**config.mk**
```make
export PLATFORM = sky130hd
export DESIGN_NAME = lbp_top
export DESIGN_NICKNAME = d
export VERILOG_FILES = /design/src/design/lbp_pkg.sv /design/src/design/lbp_top.sv /design/src/design/lbp_encoder.sv /design/src/design/circle_sampler.sv /design/src/design/bilinear_interp.sv /design/src/design/line_window.sv
export SDC_FILE = /design/constraint.sdc
export NUM_CORES = 1
export LEC_CHECK = 0
export ABC_AREA = 1
export BUFFER_PORTS_ARGS = -buffer_cell sky130_fd_sc_hd__buf_2
export CAP_MARGIN = 15
export CORE_MARGIN = 2
export CORE_UTILIZATION = 30
export DETAILED_ROUTE_END_ITERATION = 6
export PLACE_DENSITY = 0.53
export REMOVE_ABC_BUFFERS = 1
export SYNTH_ARGS = -nofsm -noshare
export SYNTH_HDL_FRONTEND = slang
export SYNTH_HIERARCHICAL = 1
export SYNTH_SLANG_ARGS = --single-unit
```
**constraint.sdc**
```tcl
create_clock -name clk -period 3.04 [get_ports clk]
set_input_delay 0 -clock clk [delete_from_list [all_inputs] [get_ports clk]]
set_output_delay 0 -clock clk [all_outputs]
set_load 0.02 [all_outputs]
```
**src/design/lbp_pkg.sv**
```systemverilog
package lbp_pkg;

    // Grey pixel and 8.24 sample widths
    localparam int PIX_W  = 8;
    localparam int FRAC_W = 24;
    localparam int SAMP_W = PIX_W + FRAC_W;

    typedef logic [PIX_W-1:0]  pixel_t;
    typedef logic [SAMP_W-1:0] sample_t;

    // Bilinear weights for a diagonal point at R=2
    // Fractional offset f = sqrt(2) - 1 towards the far corner

    // Mixed corners, f(1-f)
    localparam logic [FRAC_W-1:0] W_NF = 24'd4070835;

    // Far corner, f squared
    localparam logic [FRAC_W-1:0] W_FF = 24'd2878516;

    // Near corner takes the remainder so the four sum to 2^24
    localparam logic [FRAC_W-1:0] W_NN = 24'd5757030;

endpackage
```
**src/design/lbp_top.sv**
```systemverilog
`timescale 1ns/1ps

module lbp_top
    import lbp_pkg::*;
#(
    parameter int R     = 1,
    parameter int IMG_W = 16
) (
    input  logic       clk,
    input  logic       rst,
    input  logic       pix_valid_i,
    input  logic       frame_start_i,
    input  pixel_t     pix_i,
    output logic [7:0] code_o,
    output logic       code_valid_o
);

    pixel_t [(2*R+1)*(2*R+1)-1:0] win;
    logic                         win_valid;
    sample_t                      s0;
    sample_t                      s1;
    sample_t                      s2;
    sample_t                      s3;
    sample_t                      s4;
    sample_t                      s5;
    sample_t                      s6;
    sample_t                      s7;
    pixel_t                       center;
    logic                         samp_done;

    line_window #(
        .R     (R),
        .IMG_W (IMG_W)
    ) u_line_window (
        .clk           (clk),
        .rst           (rst),
        .pix_valid_i   (pix_valid_i),
        .frame_start_i (frame_start_i),
        .pix_i         (pix_i),
        .win_o         (win),
        .win_valid_o   (win_valid)
    );

    // Samples and centre arrive together two cycles after the window
    circle_sampler #(
        .R (R)
    ) u_circle_sampler (
        .clk         (clk),
        .rst         (rst),
        .win_i       (win),
        .win_valid_i (win_valid),
        .s0_o        (s0),
        .s1_o        (s1),
        .s2_o        (s2),
        .s3_o        (s3),
        .s4_o        (s4),
        .s5_o        (s5),
        .s6_o        (s6),
        .s7_o        (s7),
        .center_o    (center),
        .done_o      (samp_done)
    );

    lbp_encoder u_lbp_encoder (
        .clk          (clk),
        .rst          (rst),
        .s0_i         (s0),
        .s1_i         (s1),
        .s2_i         (s2),
        .s3_i         (s3),
        .s4_i         (s4),
        .s5_i         (s5),
        .s6_i         (s6),
        .s7_i         (s7),
        .center_i     (center),
        .done_i       (samp_done),
        .code_o       (code_o),
        .code_valid_o (code_valid_o)
    );

endmodule

```
**src/design/lbp_encoder.sv**
```systemverilog
`timescale 1ns/1ps

module lbp_encoder
    import lbp_pkg::*;
(
    input  logic       clk,
    input  logic       rst,
    input  sample_t    s0_i,
    input  sample_t    s1_i,
    input  sample_t    s2_i,
    input  sample_t    s3_i,
    input  sample_t    s4_i,
    input  sample_t    s5_i,
    input  sample_t    s6_i,
    input  sample_t    s7_i,
    input  pixel_t     center_i,
    input  logic       done_i,
    output logic [7:0] code_o,
    output logic       code_valid_o
);

    sample_t    center_s;
    logic [7:0] code_d;

    // Centre in 8.24 so it compares against interpolated samples
    assign center_s = {center_i, {FRAC_W{1'b0}}};

    // Equal counts as set
    always_comb begin
        code_d[0] = (s0_i >= center_s);
        code_d[1] = (s1_i >= center_s);
        code_d[2] = (s2_i >= center_s);
        code_d[3] = (s3_i >= center_s);
        code_d[4] = (s4_i >= center_s);
        code_d[5] = (s5_i >= center_s);
        code_d[6] = (s6_i >= center_s);
        code_d[7] = (s7_i >= center_s);
    end

    always_ff @(posedge clk) begin
        if (rst) begin
            code_valid_o <= 1'b0;
        end else begin
            code_valid_o <= done_i;
        end
    end

    always_ff @(posedge clk) begin
        code_o <= code_d;
    end

endmodule

```
**src/design/circle_sampler.sv**
```systemverilog
`timescale 1ns/1ps

module circle_sampler
    import lbp_pkg::*;
#(
    parameter int R = 1
) (
    input  logic                                 clk,
    input  logic                                 rst,
    input  pixel_t [(2*R+1)*(2*R+1)-1:0]         win_i,
    input  logic                                 win_valid_i,
    output sample_t                              s0_o,
    output sample_t                              s1_o,
    output sample_t                              s2_o,
    output sample_t                              s3_o,
    output sample_t                              s4_o,
    output sample_t                              s5_o,
    output sample_t                              s6_o,
    output sample_t                              s7_o,
    output pixel_t                               center_o,
    output logic                                 done_o
);

    localparam int N = 2 * R + 1;

    // Axis points at 0, 90, 180, 270 degrees
    localparam int AX_ROW [4] = '{R, 0, R, 2*R};
    localparam int AX_COL [4] = '{2*R, R, 0, R};

    // Diagonal directions at 45, 135, 225, 315, row grows downwards
    localparam int DG_SR [4] = '{-1, -1, 1, 1};
    localparam int DG_SC [4] = '{1, -1, -1, 1};

    pixel_t [3:0] axis_d1;
    pixel_t [3:0] axis_d2;
    pixel_t       center_d1;
    logic   [1:0] valid_sr;
    sample_t      diag_s [4];

    always_ff @(posedge clk) begin
        if (rst) begin
            valid_sr <= '0;
        end else begin
            valid_sr <= {valid_sr[0], win_valid_i};
        end
    end

    assign done_o = valid_sr[1];

    // Two-cycle delay to line up with the interpolators
    always_ff @(posedge clk) begin
        for (int j = 0; j < 4; j++) begin
            axis_d1[j] <= win_i[AX_ROW[j]*N + AX_COL[j]];
        end
        axis_d2   <= axis_d1;
        center_d1 <= win_i[R*N + R];
        center_o  <= center_d1;
    end

    assign s0_o = {axis_d2[0], {FRAC_W{1'b0}}};
    assign s2_o = {axis_d2[1], {FRAC_W{1'b0}}};
    assign s4_o = {axis_d2[2], {FRAC_W{1'b0}}};
    assign s6_o = {axis_d2[3], {FRAC_W{1'b0}}};

    assign s1_o = diag_s[0];
    assign s3_o = diag_s[1];
    assign s5_o = diag_s[2];
    assign s7_o = diag_s[3];

    if (R == 1) begin : g_direct
        pixel_t [3:0] diag_d1;
        pixel_t [3:0] diag_d2;

        // Diagonals land on window corners
        always_ff @(posedge clk) begin
            for (int j = 0; j < 4; j++) begin
                diag_d1[j] <= win_i[(R+DG_SR[j])*N + R + DG_SC[j]];
            end
            diag_d2 <= diag_d1;
        end

        for (genvar j = 0; j < 4; j++) begin : g_diag
            assign diag_s[j] = {diag_d2[j], {FRAC_W{1'b0}}};
        end
    end else begin : g_interp
        // Near, two mixed, then far corner
        for (genvar j = 0; j < 4; j++) begin : g_diag
            bilinear_interp u_interp (
                .clk      (clk),
                .rst      (rst),
                .a_i      (win_i[(R+DG_SR[j])*N + R + DG_SC[j]]),
                .b_i      (win_i[(R+DG_SR[j])*N + R + 2*DG_SC[j]]),
                .c_i      (win_i[(R+2*DG_SR[j])*N + R + DG_SC[j]]),
                .d_i      (win_i[(R+2*DG_SR[j])*N + R + 2*DG_SC[j]]),
                .sample_o (diag_s[j])
            );
        end
    end

endmodule

```
**src/design/bilinear_interp.sv**
```systemverilog
`timescale 1ns/1ps

module bilinear_interp
    import lbp_pkg::*;
(
    input  logic    clk,
    input  logic    rst,
    input  pixel_t  a_i,
    input  pixel_t  b_i,
    input  pixel_t  c_i,
    input  pixel_t  d_i,
    output sample_t sample_o
);

    // Weighted corners, each fits 8.24 without loss
    sample_t prod_a_q;
    sample_t prod_b_q;
    sample_t prod_c_q;
    sample_t prod_d_q;

    // Stage one multiplies
    always_ff @(posedge clk) begin
        if (rst) begin
            prod_a_q <= '0;
            prod_b_q <= '0;
            prod_c_q <= '0;
            prod_d_q <= '0;
        end else begin
            prod_a_q <= sample_t'(a_i) * sample_t'(W_NN);
            prod_b_q <= sample_t'(b_i) * sample_t'(W_NF);
            prod_c_q <= sample_t'(c_i) * sample_t'(W_NF);
            prod_d_q <= sample_t'(d_i) * sample_t'(W_FF);
        end
    end

    // Stage two sums, weights total 2^24 so no overflow
    always_ff @(posedge clk) begin
        if (rst) begin
            sample_o <= '0;
        end else begin
            sample_o <= prod_a_q + prod_b_q + prod_c_q + prod_d_q;
        end
    end

endmodule

```
**src/design/line_window.sv**
```systemverilog
`timescale 1ns/1ps

module line_window
    import lbp_pkg::*;
#(
    parameter int R     = 1,
    parameter int IMG_W = 16
) (
    input  logic                                 clk,
    input  logic                                 rst,
    input  logic                                 pix_valid_i,
    input  logic                                 frame_start_i,
    input  pixel_t                               pix_i,
    output pixel_t [(2*R+1)*(2*R+1)-1:0]         win_o,
    output logic                                 win_valid_o
);

    localparam int N     = 2 * R + 1;
    localparam int COL_W = $clog2(IMG_W);
    localparam int ROW_W = $clog2(N);

    // Line k holds the row k+1 above the incoming one
    pixel_t             line_buf [2*R][IMG_W];
    pixel_t [N-1:0]     new_col;

    logic               start;
    logic [COL_W-1:0]   col_q;
    logic [COL_W-1:0]   col_cur;
    logic [ROW_W-1:0]   row_q;
    logic [ROW_W-1:0]   row_cur;
    logic               in_frame_q;
    logic               in_frame_cur;
    logic               col_last;
    logic               row_full;

    // First pixel of a frame sees zeroed counters
    always_comb begin
        start        = pix_valid_i && frame_start_i;
        col_cur      = start ? '0 : col_q;
        row_cur      = start ? '0 : row_q;
        in_frame_cur = start || in_frame_q;
        col_last     = (col_cur == COL_W'(IMG_W - 1));
        row_full     = (row_cur == ROW_W'(2 * R));
    end

    // Newest column, top row at index 0
    always_comb begin
        for (int r = 0; r < 2*R; r++) begin
            new_col[r] = line_buf[2*R-1-r][col_cur];
        end
        new_col[2*R] = pix_i;
    end

    // Row count saturates once enough lines are buffered
    always_ff @(posedge clk) begin
        if (rst) begin
            col_q       <= '0;
            row_q       <= '0;
            in_frame_q  <= 1'b0;
            win_valid_o <= 1'b0;
        end else begin
            win_valid_o <= pix_valid_i && in_frame_cur && row_full &&
                           (col_cur >= COL_W'(2 * R));
            if (pix_valid_i) begin
                in_frame_q <= in_frame_cur;
                col_q      <= col_last ? '0 : col_cur + 1'b1;
                row_q      <= (col_last && !row_full) ? row_cur + 1'b1 : row_cur;
            end
        end
    end

    always_ff @(posedge clk) begin
        if (pix_valid_i) begin
            line_buf[0][col_cur] <= pix_i;
            for (int k = 1; k < 2*R; k++) begin
                line_buf[k][col_cur] <= line_buf[k-1][col_cur];
            end
            // Shift window left, newest column enters on the right
            for (int r = 0; r < N; r++) begin
                for (int c = 0; c < N-1; c++) begin
                    win_o[r*N+c] <= win_o[r*N+c+1];
                end
                win_o[r*N+N-1] <= new_col[r];
            end
        end
    end

endmodule

```
==> flow_summary.ini <==
[status]
status = complete, no violations

[clock_network]
clock-sinks = 491
htreeDepth = 2
clk_pin_slew_ns = 0.06
clk_path_buf_depth = 3
cts_buffers = 50
cts_resized = 0
clk_latency_ns = 0.59
cts_tree = yes
cts_root_buf = clkbuf_16

[power]
power.density_nw_per_um2 = 656
max-vdd-ir-drop_v = 0.000361
p_leak_uw = 0.00976

[placement]
dp_hpwl_um = 26800
dpl_cell_area_sq_um = 21000
gp_congestion = 0.838
portBuffers = 20

[sta]
worst_pin_slew_ns = 1.05
setup_viol = 0
max_freq_mhz = 400
finClkSkew_ns = 0.0145
drv_slew = 0
finalCriticalPeriod_ns = 2.50
fin_crit_sh_pct = 82.1
rsz0062_at_grt = no
hold_viol = 0
maxSlewHeadroom_pct = 29.8

[run]
drv_cap = 0

[finish]
final_layout_size_suffix_gt1_share_pct = 8.24
nets = 2098
fin_area_sq_um = 22800
antenna_cells = 0
area_delta_synth_final_pct = 11.4
final_util_pct = 33.8
nFillCells = 6681

[detailed_routing]
viasPerCell = 4.08
num_vias = 11983
drc = 0
initialDrtViolationCount = 785
dr.pass1.iters = 5
ant_nets = 0
routedWlPerCell_um = 14.0
wl_um = 41100

[floorplanning]
core_sq_um = 67400
start_util_pct = 30.4
dieWidth_um = 265
die_h_um = 265
die_area_sq_um = 70300
ios = 21
num_rows = 95

[logic_synthesis]
async_reset_ff_share_pct = 0
synth_flop_cell = edfxtp_1
synth.distinct_cells = 30
yosysWarnings = 6
synth-seq-cells = 491
synth_area_per_cell_sq_um = 10.5
syn_area_sq_um = 20500
synth_cells = 1942
ys_seq_area_share_pct = 64.1
synth_edf_count = 328

[worst_setup_path]
end_kind = flip-flop
crit_type = reg -> reg
critPathLaunchType = flip-flop
worstPathArrival_ns = 2.81
cp_max_fo = 19
critPathRequiredTime_ns = 3.35

[grt]
grt_max_degree = 74
overflow = 0
antenna_found_initial = 1
first_global_vias = 11900
grt_pass1_wl_um = 64700
grt.total_usage_pct = 11.9

[min_path]
hp-class = in -> reg
-- power by group --
| group | total, uW | switching (uW) | internal (uW) |
|---|---|---|---|
| clock | 6300 | 2550 | 3750 |
| combinational | 1080 | 753 | 325 |
| sequential | 7590 | 96.5 | 7490 |
| total | 15000 | 3400 | 11600 |
-- state kept, by name, indices dropped and copies added (netlist names), 32 cells and up --
name / count
u_circle_sampler/axis_d1: 32
u_circle_sampler/g_direct.diag_d1: 32
u_line_window/line_buf: 256
u_line_window/win_o: 72
-- worst paths after layout --
check             slack, ns                            startpoint  depth (start not counted)                        endpoint
setup / recovery       0.54                u_line_window/col_q[1]                          9  u_line_window/line_buf[0][153]
hold / removal         0.05                         frame_start_i                          4          u_line_window/col_q[2]
setup reg to reg       0.54                u_line_window/col_q[1]                          9  u_line_window/line_buf[0][153]
hold reg to reg        0.32  u_circle_sampler/g_direct.diag_d1[0]                          0       u_circle_sampler/s1_o[24]
-- logic make-up after synthesis --
group                    Yosys count  share of synthesized area, %
AO/OA/AOI/OAI                     66                          1.68
AND/OR/NAND/NOR                  818                          17.0
buffers and inverters            500                          13.3
other                              1                        0.0183
adder cells (fa/ha/maj)           66                          4.03
flip-flops                       491                          64.1
-- through the flow --
stage / setup TNS (ns) / hold WS, ns / worst slack (ns) / power [uW] / cells
floorplan: -98.51 / 0.0691 / -0.585 / 8360 / 1892
global placement: 0 / 0.292 / 0.693 / 8780 / 2831
detailed placement: 0 / 0.305 / 0.652 / 8810 / 2831
CTS: 0 / 0.0278 / 0.605 / 15200 / 2935
global route: 0 / 0.0738 / 0.358 / 15600 / 2935
finish: 0 / 0.0452 / 0.543 / 15000 / 2935
-- synth_stat cells, types with 2 or more instances --
master	n	share of area, %
buf_4	204	7.5
buf_6	5	0.28
nand4_1	24	0.73
nor2_2	5	0.15
nand2_1	461	8.5
nand3_1	174	4.3
buf_2	27	0.66
ha_1	66	4.0
inv_1	248	4.5
a21oi_1	45	1.1
inv_2	10	0.18
nor2_4	2	0.11
nor2_1	128	2.3
and2_1	7	0.21
dfxtp_1	163	16
and2_0	9	0.28
o21ai_0	19	0.46
clkbuf_1	5	0.092
nand2_2	2	0.061
edfxtp_1	328	48
-- timing repair --
item	4_1_cts	5_1_grt
buffers inserted	0	0
endpoints found under the hold margin	147	0
hold buffers	10	0
-- critical path: stages (launching register included) --
cell and delay, ns:
dfxtp_1 0.50, nand3_4 0.26, inv_2 0.36, buf_4 0.30, nand2_1 0.08, nand3_1 0.09, nand2_1 0.05, nand2_1 0.09
inv_1 0.04, nand2_1 0.42
-- metal layers --
metal / wire [um] / track usage (%) / up-vias
met1: 18500 / 14.9 / 5627
li1: - / - / 6049
met2: 19700 / 20.7 / 233
met3: 2030 / 2.31 / 74
met5: 0 / 0 / -
met4: 952 / 3.24 / 0
-- cells in the final DEF (no fill, tap or decap), types with 13 or more instances in the layout --
| cell | count |
|---|---|
| nand2_1 | 461 |
| buf_2 | 19 |
| ha_1 | 66 |
| buf_4 | 46 |
| conb_1 | 192 |
| clkinv_2 | 13 |
| inv_1 | 248 |
| edfxtp_1 | 328 |
| clkbuf_16 | 52 |
| dfxtp_1 | 162 |
| o21ai_0 | 19 |
| nor2_1 | 128 |
| a21oi_1 | 45 |
| nand4_1 | 24 |
| nand3_1 | 174 |
-- layout make-up --
class | instances | area (sq um) | share of cell area (%)
multi-input cells | 1142 | 5360 | 23.5
flip-flops and latches | 491 | 13100 | 57.5
clock inverters | 35 | 373 | 1.63
inverters | 259 | 972 | 4.26
repair buffers | 76 | 561 | 2.46
well taps | 873 | 1090 | 4.79
clock buffers | 59 | 1340 | 5.86
(Power assumes the default switching activity.)
